## src/source/lsu_pkg.sv

```systemverilog
// shared widths, instruction opcodes and cache controller states
package lsu_pkg;

    // **************************************************
    // widths
    // **************************************************

    localparam int XLEN           = 32;   // data and address width
    localparam int BYTES_PER_WORD = 4;    // byte enables per word

    // **************************************************
    // memory instruction opcodes
    // **************************************************

    typedef enum logic [3:0] {
        LB  = 4'd0,   // load byte, signed
        LBU = 4'd1,   // load byte, unsigned
        LH  = 4'd2,   // load halfword, signed
        LHU = 4'd3,   // load halfword, unsigned
        LW  = 4'd4,   // load word
        SB  = 4'd5,   // store byte
        SH  = 4'd6,   // store halfword
        SW  = 4'd7,   // store word
        NOP = 4'd8    // no memory instruction
    } lsu_op;

    // **************************************************
    // data cache controller
    // **************************************************

    typedef enum logic [1:0] {
        IDLE          = 2'd0,   // lookup only
        FILL          = 2'd1,   // read miss, waiting on memory
        WRITE_THROUGH = 2'd2    // store, waiting on memory
    } cache_state;

endpackage
```

## src/source/load_store.sv

```systemverilog
// load/store unit: address generation, lane select, extension, byte enables, alignment
`timescale 1ns/1ps

module load_store (
    input  lsu_pkg::lsu_op                      instr_name,
    input  logic [lsu_pkg::XLEN-1:0]            data_1,
    input  logic [lsu_pkg::XLEN-1:0]            data_2,
    input  logic [lsu_pkg::XLEN-1:0]            immediate,
    input  logic [lsu_pkg::XLEN-1:0]            rd_data,
    input  logic                                hit,
    input  logic                                cache_done,
    output logic [lsu_pkg::XLEN-1:0]            result,
    output logic [lsu_pkg::XLEN-1:0]            result_address,
    output logic                                done,
    output logic                                misaligned,
    output logic [lsu_pkg::XLEN-1:0]            address,
    output logic [lsu_pkg::XLEN-1:0]            wr_data,
    output logic                                read,
    output logic                                write,
    output logic [lsu_pkg::BYTES_PER_WORD-1:0]  write_select
);

    logic [lsu_pkg::XLEN-1:0]           eff_addr;
    logic [1:0]                         offset;
    logic                               is_load;
    logic                               is_store;
    logic                               bad_align;
    logic [7:0]                         lane_byte;
    logic [15:0]                        lane_half;
    logic [lsu_pkg::BYTES_PER_WORD-1:0] be_base;
    logic [lsu_pkg::XLEN-1:0]           store_data;

    assign eff_addr = data_1 + immediate;
    assign offset   = eff_addr[1:0];

    // **************************************************
    // decode
    // **************************************************

    always_comb begin
        is_load    = 1'b0;
        is_store   = 1'b0;
        bad_align  = 1'b0;
        be_base    = '0;
        store_data = data_2;
        case (instr_name)
            lsu_pkg::LB, lsu_pkg::LBU: is_load = 1'b1;
            lsu_pkg::LH, lsu_pkg::LHU: begin
                is_load   = 1'b1;
                bad_align = offset[0];
            end
            lsu_pkg::LW: begin
                is_load   = 1'b1;
                bad_align = |offset;
            end
            lsu_pkg::SB: begin
                is_store   = 1'b1;
                be_base    = 'b1;
                store_data = {lsu_pkg::BYTES_PER_WORD{data_2[7:0]}};   // copy to all lanes
            end
            lsu_pkg::SH: begin
                is_store   = 1'b1;
                bad_align  = offset[0];
                be_base    = 'b11;
                store_data = {(lsu_pkg::BYTES_PER_WORD / 2){data_2[15:0]}};
            end
            lsu_pkg::SW: begin
                is_store  = 1'b1;
                bad_align = |offset;
                be_base   = '1;
            end
            default: ;   // NOP
        endcase
    end

    // load lanes
    always_comb begin
        case (offset)
            2'd0:    lane_byte = rd_data[7:0];
            2'd1:    lane_byte = rd_data[15:8];
            2'd2:    lane_byte = rd_data[23:16];
            default: lane_byte = rd_data[31:24];
        endcase
        lane_half = offset[1] ? rd_data[31:16] : rd_data[15:0];
    end

    // **************************************************
    // feed and cache outputs
    // **************************************************

    always_comb begin
        result         = '0;
        result_address = '0;
        done           = 1'b0;
        misaligned     = 1'b0;
        address        = '0;
        wr_data        = '0;
        read           = 1'b0;
        write          = 1'b0;
        write_select   = '0;
        if (bad_align) begin
            misaligned     = 1'b1;   // no cache activity
            done           = 1'b1;
            result_address = eff_addr;
        end else if (is_load) begin
            address = eff_addr;
            read    = 1'b1;
            done    = hit;
            case (instr_name)
                lsu_pkg::LB:  result = {{(lsu_pkg::XLEN-8){lane_byte[7]}}, lane_byte};
                lsu_pkg::LBU: result = {{(lsu_pkg::XLEN-8){1'b0}}, lane_byte};
                lsu_pkg::LH:  result = {{(lsu_pkg::XLEN-16){lane_half[15]}}, lane_half};
                lsu_pkg::LHU: result = {{(lsu_pkg::XLEN-16){1'b0}}, lane_half};
                default:      result = rd_data;
            endcase
        end else if (is_store) begin
            if (cache_done) begin
                result         = data_2;
                result_address = eff_addr;
                done           = 1'b1;
            end else begin
                address      = eff_addr;
                wr_data      = store_data;
                write        = 1'b1;
                write_select = be_base << offset;   // shift to addressed lane
            end
        end
    end

endmodule

```

## config.mk

```make
export PLATFORM = sky130hd
export DESIGN_NAME = load_store
export DESIGN_NICKNAME = d
export VERILOG_FILES = /design/src/source/lsu_pkg.sv /design/src/source/load_store.sv
export SDC_FILE = /design/constraint.sdc
export NUM_CORES = 1
export LEC_CHECK = 0
export BUFFER_PORTS_ARGS = -buffer_cell sky130_fd_sc_hd__buf_2
export CORE_AREA = 2 2 105 107
export DETAILED_ROUTE_END_ITERATION = 16
export DIE_AREA = 0 0 107 109
export PLACE_DENSITY_LB_ADDON = 0.15
export SYNTH_ARGS = -nofsm -noshare
export SYNTH_HDL_FRONTEND = slang
export SYNTH_SLANG_ARGS = --single-unit
```

## constraint.sdc

```tcl
create_clock -name vclk -period 6.8
set_clock_uncertainty 0.1 [all_clocks]
set_input_delay 1.36 -clock vclk [all_inputs]
set_output_delay 1.36 -clock vclk [all_outputs]
set_load 0.03 [all_outputs]
```

; Word level (Yosys, flattened, before mapping)
; Cells that the tools add are included.
; Widths: inputs -> output; s select.
[classes]
n_addsub = 1
n_eq_ne = 9
shifts = 1
muxes = 39
reduce_logical = 7
[ops]
columns = cell, n
row1 = $mux 32, 16
row2 = $pmux 32 s4, 1
row3 = $pmux 32 s2, 1
row4 = $add 32x32->32, 1
row5 = $pmux 8 s3, 1
row6 = $eq 4x3->1 const B, 4
row7 = $mux 16, 1
row8 = $mux 4, 4
row9 = $mux 1, 13
row10 = $pmux 4 s3, 1
row11 = $eq 4x2->1 const B, 2
row12 = $reduce_or 3->1, 2
row13 = $reduce_or 5->1, 1
row14 = $eq 4x1->1 const B, 1
row15 = $logic_not 4->1, 1
row16 = $reduce_or 2->1, 2
row17 = $shl 4x2->4, 1
row18 = $eq 2x1->1 const B, 1
row19 = $eq 2x2->1 const B, 1
row20 = $logic_not 2->1, 1
row21 = $pmux 1 s2, 1
[word_totals]
ff_bits = 0
output_inout_bits = 136
word_cells = 57

; Longest topological paths before layout
[logic_depth]
depth_word = 7
mapped_depth = 10
depth_no_buf = 8

; Worst setup path after synthesis
; Ideal clock, no wire load.
[synth_path]
kind = input-to-output
start = in data_1[0] in the netlist's numbering
end = out result_address[26] in the netlist's numbering
t_arrival_ns = 3.679
t_required_ns = 5.340
setup_slack_ns = 1.661
cell_stages = 8
n_path_buf = 0
path_cell_list = ha_1 fa_1 a21o_1 a31o_2 a211oi_1 a211oi_1 o21a_1 nor3_1
[synth_between]
elab_chain_len = 5
word_cells_on_any_way = 7
cone_classes = add/sub (1) / mux (5) / reduce/logical (1)
[synth_rtl]
columns = item, line
row1 = from (decl), load_store.sv:6  ; input logic [lsu_pkg::XLEN-1:0] data_1,
row2 = $add 32x32->32 *, load_store.sv:33  ; assign eff_addr = data_1 + immediate;
row3 = $mux 32, load_store.sv:117  ; if (cache_done) begin
row4 = $mux 32, load_store.sv:116  ; end else if (is_store) begin
row5 = $mux 32, load_store.sv:105  ; end else if (is_load) begin
row6 = $mux 32 *, load_store.sv:101  ; if (bad_align) begin
row7 = to (decl), load_store.sv:13  ; output logic [lsu_pkg::XLEN-1:0] result_address,
; Mark *: on every way between the ends. The rest lies on a longest branch, timed or not.

; Final worst setup path
[layout_path]
start = in data_1[0] in the netlist's numbering
end = out result[18] in the netlist's numbering
[layout_between]
elab_chain_len = 6
word_cells_on_any_way = 11
cone_classes = add/sub (1) / eq/ne (2) / mux (6) / reduce/logical (2)
[layout_rtl]
columns = item, line
row1 = $add 32x32->32 *, load_store.sv:33
row2 = "$eq 2x2->1, or another cell as far along", load_store.sv:78  ; case (offset)
row3 = $pmux 8 s3, load_store.sv:78
row4 = $pmux 32 s4, load_store.sv:109  ; case (instr_name)
row5 = $mux 32, load_store.sv:105
row6 = $mux 32 *, load_store.sv:101
row7 = to (decl), load_store.sv:12  ; output logic [lsu_pkg::XLEN-1:0] result,
; Marks and branches as above.

==> flow_summary.yaml <==
power_and_ir_drop:
  p_int_w: 0.0001955
  p_sw_w: 0.0004054
  p_sw_frac: 0.6746
  power_frac_clock: 0
  powerDensity_nw_per_um2: 116.0
  combPwrFrac: 1.000
  vdd.ir_drop.worst_v: 0.00005517
  leakagePower_nw: 2.667
  pwr-share-seq: 0
sta:
  max_freq_mhz: 176.5
  layout_setup_ws_ps: 1133
  worstMarginPinSlew_ps: 784.8
  min_period_ps: 5667
  grt_setup_unrepaired: "no"
  setup_tns_ps: 0
  relSlewSlack: 0.4757
  finalSetupViolations: 0
  hold_violations: 0
  maxSlewViolCount: 0
  period_share: 0.8334
critical_path:
  crit_fanout: 16
  crit_arrival_ps: 4210
  cp_num_buf_inv: 2
  critical_path_class: "in2out"
  crit_chain: "buf_2 -> ha_1 -> fa_1 -> mux2_2 -> a21oi_1 -> o21ai_2 -> o21ai_2 -> o21ai_0 -> buf_2"
  cpPeakStageDelay_ps: 830
  end_kind: "output port"
  cp.required_ps: 5340
  worstSetupStartpointType: "input port"
  crit_family: "compound AO/OA/AOI/OAI gates"
  slowest_stage: "fa_1"
cells_and_area:
  num_antenna_cells: 0
  drive_above_1_share: 0.3374
  regArea_sq_um: 0
  fillers: 1204
  clkbuf_count: 0
  final_core_util: 0.4886
  syn_to_final_growth_pct: 35.12
  fin_cells: 1038
  multiInputGateArea_sq_um: 3560
  seq_cell_count: 0
  nNetsFinal: 1066
  design_area_sq_um: 5180
worst_hold_path:
  hold_path.class: "in2out"
  whs_endpoint: "done"
  worstHoldStart: "hit"
  whs_path_depth: 4
detailed_routing:
  antenna_left: 0
  vias_per_cell: 5.602
  drt_first_pass_iters: 4
  wl_met2_mm: 8.835
  wl_mm: 17.70
  wl_per_cell_um: 17.05
  wl_met1_mm: 6.818
  first_iter_violations: 231
  drc: 0
  routed-wl-met3_mm: 1.388
  dr.max_layer_used: "met4"
  via_count: 5815
die:
  fp.coreArea_sq_um: 10600
  pin_count: 270
  rows: 38
  chipHeight_um: 109
  die_w_um: 107
  dieArea_sq_um: 11660
  start_util: 0.3616
synth:
  ys_types: 61
  yosysWarningCount: 0
  syn_nets: 833
  syn-instance-count: 667
  netlist_area_sq_um: 3834
  syn_area_per_cell_sq_um: 5.748
  ys_seq_area_frac: 0
global_routing:
  grt_usage: 0.2799
  grt_max_degree: 31
  grt_pass1_wl_mm: 26.40
  antenna_found_initial: 0
  first_global_vias: 5216
  gr-total-overflow: 0
clock_tree:
  postCtsHoldBufs: 0
  cts_resized: 0
  postCtsSetupBuffers: 0
job:
  maxCapViolCount: 0
placement:
  gp_congestion: 0.9655
  place_inst: 1038
  dp_hpwl_mm: 14.87
  place_ws_ps: 1185
  place_area_sq_um: 5180
  port_buffers: 270
status:
  status: "finished, final reports clean"
[final cells by class]
type / instances / share of cell area
inverter: 11 / 0.007971
multi-input combinational: 610 / 0.6872
tap: 140 / 0.03382
timing repair buffer: 277 / 0.2710
[cells in the final DEF, fill, tap and decap left out, types with 7 or more instances in the layout]
cell type,synthesis,layout
nand3_1,14,14
inv_1,8,8
o21ai_0,38,38
nand4_1,13,13
nor2_1,102,101
o22ai_1,16,16
ha_1,31,31
xnor2_1,10,10
buf_2,19,270
a21oi_1,60,60
a21o_1,8,8
nor3_1,46,46
buf_4,2,7
a31oi_1,10,10
o21ai_1,11,11
nand2_1,124,124
and3_1,11,11
o21a_1,13,13
mux2i_1,8,8
o221ai_1,9,9
[power groups by stage]
stage | Sequential, W | Clock [W] | Combinational [W]
3_3_place_gp | 0 | 0 | 0.000596
3_5_place_dp | 0 | 0 | 0.000595
6_report | 0 | 0 | 0.000601
4_1_cts | 0 | 0 | 0.000598
2_1_floorplan | 0 | 0 | 0.000421
5_1_grt | 0 | 0 | 0.000648
[kinds of logic (layout without fill, tap and decap cells)]
logic type / count (synthesis) / in the layout / synth area share
and+or+nand+nor: 342 / 342 / 0.3952
AOI/OAI and AO/OA: 208 / 208 / 0.3535
buffers and inverters: 57 / 288 / 0.07212
adders and majority gates: 32 / 32 / 0.1064
xor gates and xnor gates: 15 / 15 / 0.03427
muxes: 13 / 13 / 0.03851
[synthesized netlist by cell type (5+ instances only)]
cell type    n  area, sq um
and2_1       5        31.28
a211oi_1     6        45.04
o21ai_0     38        190.2
o21a_1      13        97.59
a21o_1       8        60.06
nand2_1    124        465.5
nor2_1     102        382.9
nand3_1     14        70.07
o21ai_1     11        55.05
xnor2_1     10        87.58
mux2i_1      8        80.08
xor2_1       5        43.79
clkbuf_1    19        71.32
nand2b_1     6        37.54
ha_1        31        387.9
nor3_1      46        230.2
a31oi_1     10        62.56
o22ai_1     16        100.1
and3_1      11        68.82
o221ai_1     9        78.83
inv_1        8        30.03
a21oi_1     60        300.3
buf_2       19        95.09
nand4_1     13        81.33
[worst max-delay path by stage]
stage / start / endpoint / slack, ps / cells after the start
finish: data_1[0] / result[18] / 1130 / 9
global route: data_1[0] / wr_data[28] / 920 / 10
CTS: data_1[0] / result[18] / 1170 / 9
detailed placement: data_1[0] / result[18] / 1180 / 9
global placement: data_1[0] / result_address[31] / 1250 / 10
floorplan: data_1[0] / result_address[26] / 1660 / 8
[routing by layer]
layer / track usage / vias up
met5: 0 / -
met4: 0.09740 / 0
met3: 0.03407 / 39
met2: 0.5241 / 291
met1: 0.3276 / 2596
li1: - / 2889
[metrics by stage]
step	hold WS, ps	power [W]
floorplan	2734	0.0004205
global placement	2970	0.0005955
detailed placement	2970	0.0005952
CTS	2970	0.0005977
global route	2984	0.0006483
finish	2968	0.0006009
(Power assumes the default switching activity.)
