[src/source/lsu_pkg.sv]
// shared widths, instruction opcodes and cache controller states
package lsu_pkg;

    // **************************************************
    // widths
    // **************************************************

    localparam int XLEN           = 32;   // data and address width
    localparam int BYTES_PER_WORD = 4;    // byte enables per word

    // **************************************************
    // memory instruction opcodes
    // **************************************************

    typedef enum logic [3:0] {
        LB  = 4'd0,   // load byte, signed
        LBU = 4'd1,   // load byte, unsigned
        LH  = 4'd2,   // load halfword, signed
        LHU = 4'd3,   // load halfword, unsigned
        LW  = 4'd4,   // load word
        SB  = 4'd5,   // store byte
        SH  = 4'd6,   // store halfword
        SW  = 4'd7,   // store word
        NOP = 4'd8    // no memory instruction
    } lsu_op;

    // **************************************************
    // data cache controller
    // **************************************************

    typedef enum logic [1:0] {
        IDLE          = 2'd0,   // lookup only
        FILL          = 2'd1,   // read miss, waiting on memory
        WRITE_THROUGH = 2'd2    // store, waiting on memory
    } cache_state;

endpackage
[src/source/data_cache.sv]
// direct-mapped write-through data cache with one-word lines and fill/write-through FSM
`timescale 1ns/1ps

module data_cache #(
    parameter int NUM_LINES = 16
) (
    input  logic                                clock,
    input  logic                                reset,
    input  logic [lsu_pkg::XLEN-1:0]            address,
    input  logic [lsu_pkg::XLEN-1:0]            wr_data,
    input  logic                                read,
    input  logic                                write,
    input  logic [lsu_pkg::BYTES_PER_WORD-1:0]  write_select,
    input  logic [lsu_pkg::XLEN-1:0]            mem_rdata,
    input  logic                                mem_ack,
    output logic [lsu_pkg::XLEN-1:0]            rd_data,
    output logic                                hit,
    output logic                                done,
    output logic                                mem_req,
    output logic                                mem_we,
    output logic [lsu_pkg::XLEN-1:0]            mem_addr,
    output logic [lsu_pkg::XLEN-1:0]            mem_wdata,
    output logic [lsu_pkg::BYTES_PER_WORD-1:0]  mem_be
);

    localparam int INDEX_BITS = $clog2(NUM_LINES);
    localparam int TAG_BITS   = lsu_pkg::XLEN - INDEX_BITS - 2;

    lsu_pkg::cache_state                state;
    logic [NUM_LINES-1:0]               valid;
    logic [TAG_BITS-1:0]                tag_mem  [NUM_LINES];
    logic [lsu_pkg::XLEN-1:0]           data_mem [NUM_LINES];

    logic [INDEX_BITS-1:0]              index;
    logic [TAG_BITS-1:0]                tag;
    logic [lsu_pkg::XLEN-1:0]           req_addr;
    logic [lsu_pkg::XLEN-1:0]           req_data;
    logic [lsu_pkg::BYTES_PER_WORD-1:0] req_be;
    logic [INDEX_BITS-1:0]              req_index;
    logic [TAG_BITS-1:0]                req_tag;
    logic                               req_hit;
    logic                               start_req;

    // **************************************************
    // lookup
    // **************************************************

    assign index   = address[2 +: INDEX_BITS];
    assign tag     = address[lsu_pkg::XLEN-1 -: TAG_BITS];
    assign rd_data = data_mem[index];
    assign hit     = valid[index] && (tag_mem[index] == tag);

    assign req_index = req_addr[2 +: INDEX_BITS];
    assign req_tag   = req_addr[lsu_pkg::XLEN-1 -: TAG_BITS];
    assign req_hit   = valid[req_index] && (tag_mem[req_index] == req_tag);

    assign start_req = (state == lsu_pkg::IDLE) && (write || (read && !hit));

    // memory port, held for the whole request
    assign mem_req   = (state != lsu_pkg::IDLE);
    assign mem_we    = (state == lsu_pkg::WRITE_THROUGH);
    assign mem_addr  = req_addr;
    assign mem_wdata = req_data;
    assign mem_be    = req_be;

    // **************************************************
    // controller
    // **************************************************

    always_ff @(posedge clock) begin
        if (reset) begin
            state <= lsu_pkg::IDLE;
            done  <= 1'b0;
        end else begin
            done <= 1'b0;
            case (state)
                lsu_pkg::IDLE: begin
                    if (write) begin
                        state <= lsu_pkg::WRITE_THROUGH;   // every store goes out
                    end else if (read && !hit) begin
                        state <= lsu_pkg::FILL;
                    end
                end
                lsu_pkg::FILL: begin
                    if (mem_ack) begin
                        state <= lsu_pkg::IDLE;   // lookup hits next cycle
                    end
                end
                lsu_pkg::WRITE_THROUGH: begin
                    if (mem_ack) begin
                        state <= lsu_pkg::IDLE;
                        done  <= 1'b1;
                    end
                end
                default: state <= lsu_pkg::IDLE;
            endcase
        end
    end

    // request capture
    always_ff @(posedge clock) begin
        if (start_req) begin
            req_addr <= {address[lsu_pkg::XLEN-1:2], 2'b00};
            req_data <= wr_data;
            req_be   <= write ? write_select : '1;
        end
    end

    // **************************************************
    // arrays
    // **************************************************

    always_ff @(posedge clock) begin
        if (reset) begin
            valid <= '0;
        end else if (state == lsu_pkg::FILL && mem_ack) begin
            valid[req_index] <= 1'b1;
        end
    end

    always_ff @(posedge clock) begin
        if (state == lsu_pkg::FILL && mem_ack) begin
            data_mem[req_index] <= mem_rdata;
            tag_mem[req_index]  <= req_tag;
        end else if (state == lsu_pkg::WRITE_THROUGH && mem_ack && req_hit) begin
            for (int b = 0; b < lsu_pkg::BYTES_PER_WORD; b++) begin
                if (req_be[b]) begin
                    data_mem[req_index][8*b +: 8] <= req_data[8*b +: 8];   // merge
                end
            end
        end
    end

    // write wins in IDLE, so a read presented with it would be lost
    a_one_access: assert property (@(posedge clock) disable iff (reset)
        !(read && write))
        else $error("data_cache: read and write requested together");

    a_req_held: assert property (@(posedge clock) disable iff (reset)
        mem_req && !mem_ack |=> mem_req && $stable(mem_addr) && $stable(mem_we))
        else $error("data_cache: memory request dropped before ack");

    a_done_pulse: assert property (@(posedge clock) disable iff (reset)
        done |=> !done)
        else $error("data_cache: done longer than one cycle");

endmodule

[config.mk]
export PLATFORM = sky130hd
export DESIGN_NAME = data_cache
export DESIGN_NICKNAME = d
export VERILOG_FILES = /design/src/source/lsu_pkg.sv /design/src/source/data_cache.sv
export SDC_FILE = /design/constraint.sdc
export NUM_CORES = 1
export LEC_CHECK = 0
export BUFFER_PORTS_ARGS = -buffer_cell sky130_fd_sc_hd__buf_2
export CAP_MARGIN = 20
export CORE_MARGIN = 5
export CORE_UTILIZATION = 59
export CTS_CLUSTER_DIAMETER = 150
export DETAILED_ROUTE_END_ITERATION = 6
export GPL_TIMING_DRIVEN = 0
export PLACE_DENSITY = 0.77
export SLEW_MARGIN = 20
export SYNTH_ARGS = -nofsm -noshare
export SYNTH_HDL_FRONTEND = slang
export SYNTH_SLANG_ARGS = --single-unit
[constraint.sdc]
create_clock -name clock -period 8.6 [get_ports clock]
set_input_delay 0.86 -clock clock [delete_from_list [all_inputs] [get_ports clock]]
set_output_delay 0.86 -clock clock [all_outputs]
set_load 0.005 [all_outputs]
* Word level (Yosys, flattened, before mapping)
Memory sizes are Yosys's and may differ from the RTL's. A register that Yosys moved wholly into a read port is not among the register bits. Cells that the tools add are included.
Cells by class: $lt $le $gt $ge 3, equal/unequal tests 6, muxes and demuxes 34, bitwise gates (word level) 6, reduce and logical (&&, ||, !) cells 15
Operators with widths (number):
- $eq A26 B26 Y1 | 2
- $mux W8 | 4
- $mux W1 | 22
- $or A16 B16 Y16 | 1
- $lt A4 B5 Y1 const B | 2
- $bmux W1 S4 | 2
- $logic_and A1 B1 Y1 | 8
- $mux W2 | 3
- $demux W1 S4 | 1
- $ge A4 B1 Y1 const B | 1
- $mux W4 | 1
- $or A1 B1 Y1 | 4
- $pmux W2 S2 | 1
- $reduce_or A2 Y1 | 2
- $ne A3 B2 Y1 const B | 1
- $eq A2 B1 Y1 const B | 1
- $eq A2 B2 Y1 const B | 1
- $logic_not A2 Y1 | 1
- $ne A2 B1 Y1 const B | 1
- $reduce_and A2 Y1 | 1
- $reduce_bool A2 Y1 | 1
- $logic_not A1 Y1 | 1
- $logic_or A1 B1 Y1 | 1
- $not A1 Y1 | 1
Storage, ports and cells: register bits 85, memory bits (writable) 928, input port bits 105, output and inout bits 104, word-level logic and storage cells 72, memories kept 2
Memory list:
- data_mem | depth 16, bits a word 32, rd ports 1, clocked after Yosys merged registers in 0, write ports 1, RTL line data_cache.sv:32 | logic [lsu_pkg::XLEN-1:0] data_mem [NUM_LINES];
- tag_mem | depth 16, bits a word 26, rd ports 2, clocked after Yosys merged registers in 1, write ports 1, RTL line data_cache.sv:31 | logic [TAG_BITS-1:0] tag_mem [NUM_LINES];

* Logic depth before layout (Yosys ltp)
depth in word-level cells 8, depth in mapped cells 14, mapped depth without buffers 8

* Worst setup path after synthesis
Ideal clock, no wire load.
path kind input -> register, from input address[2] (netlist bit), to register req_addr, in the netlist mem_addr[10], enable pin, library setup time 0.569 ns, arrival time 5.165 ns, data required time 8.031 ns, slack 2.867 ns, stages 13, buffers on the path 5, cells stage by stage buf_2 -> buf_2 -> buf_2 -> buf_2 -> buf_1 -> mux4_2 -> mux2i_1 -> mux2i_1 -> xnor2_1 -> nand3_1 -> nor4_1 -> a31oi_1 -> o21a_1
Between the ends: longest elaborated chain between the ends 7, elaborated cells between the ends (all ways) 9, those cells by class eq/ne: 1; mux: 2; reduce/logical: 5; memory: 1
RTL lines:
- from (decl) | RTL line data_cache.sv:9 | input logic [lsu_pkg::XLEN-1:0] address,
- $mem_v2 Z16 W26 or $bmux W1 S4 (tied branches)
- $eq A26 B26 Y1 or $mux W1 (tied branches) | RTL line data_cache.sv:51 | assign hit = valid[index] && (tag_mem[index] == tag);
- $logic_and A1 B1 Y1 (*) | RTL line data_cache.sv:51
- $logic_not A1 Y1 (*) | RTL line data_cache.sv:57 | assign start_req = (state == lsu_pkg::IDLE) && (write || (read && !hit));
- $logic_and A1 B1 Y1 (*) | RTL line data_cache.sv:57
- $logic_or A1 B1 Y1 (*) | RTL line data_cache.sv:57
- $logic_and A1 B1 Y1 (*) | RTL line data_cache.sv:57
- net start_req | RTL line data_cache.sv:42 | logic start_req;
- to (signal assigned) | RTL line data_cache.sv:103 | req_addr <= {address[lsu_pkg::XLEN-1:2], 2'b00};
- to (decl) | RTL line data_cache.sv:36 | logic [lsu_pkg::XLEN-1:0] req_addr;
The timed path passes the listed nets; every way through them passes the cells marked *. The select of a mux whose other input is x is not followed. A chain may end at the register's enable or synchronous reset.

==> impl_metrics.csv <==
group,metric,value,unit
clock_network,clock_latency,670,ps
floorplanning,rows,98,
yosys,netlist_area,42830,um2
timing,finalCritPeriodShare,0.8841,
critical_path,cp-start-kind,"register",
timing,fmax,0.1315,GHz
final_layout,syn_to_final_growth,14.59,%
placed_design,dpl-instance-area,45860,um2
timing,setup_viol_count_final,0,
clock_network,cts_setup_buffers,0,
clock_network,clkTransAtPathRegs,60,ps
yosys,yosysMostFrequentCell,"edfxtp_1",
floorplanning,io_pins,209,
clock_network,root_buffer,"clkbuf_16",
clock_network,cts_resized,0,
routing,via_per_inst,7.007,
floorplanning,fp.coreArea,71730,um2
grt,first_global_vias,24230,
timing,drv_slew,0,
yosys,synth_edf_count,994,
grt,antenna_found_initial,4,
routing,drt-total-wl,115.6,mm
clock_network,htree_num_levels,3,
grt,grt_max_degree,36,
final_layout,final_net_count,2431,
floorplanning,chipWidth,279.4,um
floorplanning,start_util,0.5971,
placed_design,gp_congestion,0.8855,
timing,rsz0062_at_grt,"no",
grt,overflow,0,
yosys,synth-warning-count,0,
yosys,synth_flop_cell,"edfxtp_1",
timing,finalHoldViolations,0,
final_layout,final_area,49080,um2
clock_network,cts_tree,"built",
final_layout,fillers,4350,
yosys,netlist_instances,1988,
yosys,yosysUniqueCellTypes,53,
final_layout,drive_gt1_frac,0.3640,
floorplanning,die_h,279.4,um
clock_network,cts_sinks,1017,
yosys,ys_top_cells_by_area,"edfxtp_1 70%, mux4_2 21%, mux2i_1 1.2%",
grt,grt_pass1_wl,166.7,mm
clock_network,clock_path_buffers,3,
timing,fin_skew,26.60,ps
yosys,synthTopCellsByCount,"994 x edfxtp_1, 402 x mux4_2, 125 x nor2_1",
yosys,yosysTopAreaCell,"edfxtp_1",
grt,grt_usage,0.2961,
routing,num_vias,23523,
clock_network,cts_inserted_buffers,98,
routing,dr.pass1.iters,5,
yosys,synth_seq_cells,1017,
critical_path,path_class,"reg2reg",
yosys,syn_area_per_cell,21.54,um2
timing,period_needed,7603,ps
power_and_ir_drop,ir_drop,0.0002275,V
worst_hold_path,hold_class,"in2reg",
clock_network,cts_hold_buf,0,
placed_design,hpwl,76.12,mm
routing,routedWlPerCell,34.42,um
critical_path,worstPathArrival,7900,ps
routing,ant_nets,0,
critical_path,end_kind,"register",
power_and_ir_drop,leakagePower,15.73,nW
critical_path,worstPathRequired,8890,ps
timing,worst_slew_pin_slew,1176,ps
critical_path,critPathMaxFanout,10,
timing,finalSetupTns,0,ps
routing,drt_iter0_markers,3350,
timing,slew-limit-headroom,0.2160,
yosys,synth_top_cell_area_share,0.6969,
yosys,synthArstFlopShare,0,
floorplanning,dieArea,78080,um2
flow_run,cap_violations,0,
run_status,status,"completed",
power_and_ir_drop,power_density,232.3,nW/um2
routing,drc,0,
placed_design,portBuffers,204,
yosys,synth-seq-area-share,0.7077,
[where the power goes]
group          total, mW  switching (mW)  internal (mW)
combinational       1.42           0.787          0.631
clock               4.28            1.88           2.40
sequential          5.70           0.115           5.59
[cells by family (layout without fill, tap and decap cells)]
logic type,Yosys count,count (layout),synth area share
multiplexers,487,487,0.2323
flip-flops,1017,1017,0.7077
adder cells (fa/ha/maj),3,3,0.0008765
AND/OR/NAND/NOR,252,252,0.02810
buffers and inverters,130,545,0.01250
XOR/XNOR,47,47,0.009612
other,1,5,0.00008756
AO/OA/AOI/OAI,51,51,0.008881
[sequential cells by signal (all words and copies together), names as in the netlist, named ones only]
signal     cells
data_mem     512
tag_mem      416
mem_wdata     32
mem_addr      30
valid         16
mem_be         4
state          2
done           1
[through the flow]
step | util | total power, mW | hold slack [ps] | std cells | setup slack (ps)
floorplan | - | 6.666 | 451.9 | 1989 | 2867
detailed placement | 0.6393 | 7.202 | 489.4 | 3172 | 859.4
CTS | 0.6835 | 11.42 | 328.1 | 3353 | 895.4
finish | 0.6842 | 11.40 | 359.4 | 3357 | 997.1
global route | 0.6841 | 11.72 | 330.2 | 3354 | 889.9
global placement | 0.6279 | 7.149 | 470.8 | 3143 | -386.0
[layout make-up]
class | count | area (um2) | share of cell area
Antenna cell | 3 | 7.507 | 0.0001530
Buffer | 119 | 510.5 | 0.01040
Clock buffer | 122 | 2564 | 0.05224
Clock inverter | 59 | 609.3 | 0.01242
Inverter | 11 | 41.29 | 0.0008413
Multi-Input combinational cell | 842 | 12130 | 0.2471
Sequential cell | 1017 | 30310 | 0.6176
Tap cell | 950 | 1189 | 0.02422
Timing Repair Buffer | 234 | 1718 | 0.03501
[cells in the final DEF (no fill, tap or decap), drive strengths merged, types with 7 or more instances in the layout]
cell type | netlist | layout
a22oi | 8 | 8
and3 | 14 | 14
buf | 57 | 285
bufinv | 0 | 9
clkbuf | 62 | 190
clkinv | 1 | 44
dfxtp | 23 | 23
edfxtp | 994 | 994
inv | 10 | 13
mux2 | 34 | 34
mux2i | 51 | 51
mux4 | 402 | 402
nand2 | 27 | 27
nand2b | 9 | 9
nand3 | 22 | 22
nand4 | 17 | 17
nor2 | 125 | 125
nor2b | 11 | 11
nor4 | 7 | 7
xnor2 | 39 | 39
xor2 | 8 | 8
[worst max-delay path, cell delays in order (launching register included)]
cell,delay (ps)
dfxtp_1,310
clkbuf_1,420
clkbuf_1,620
clkbuf_1,910
clkbuf_1,850
mux4_2,420
mux2i_1,140
mux2i_1,110
xnor2_1,500
nand4_1,330
nor4_2,840
a41oi_1,580
clkbuf_1,370
nor2_1,790
[metal layers]
metal  wire, um  up-vias  GRT usage
li1           -     9172          -
met1      38840    12231     0.3853
met2      58470     1755     0.4980
met3      12870      363    0.06617
met4       5365        2     0.1147
met5         13        -          0
[final timing paths]
path / startpoint / endpoint / slack [ps] / cells after the start
worst max-delay path: register / data_mem[12][17] / 1000 / 13
worst min-delay path: wr_data[23] / mem_wdata[23] / 360 / 1
worst max register to register: register / data_mem[12][17] / 1000 / 13
worst min register to register: valid[7] / valid[7] / 510 / 2
Power figures use the tool's default switching activity.
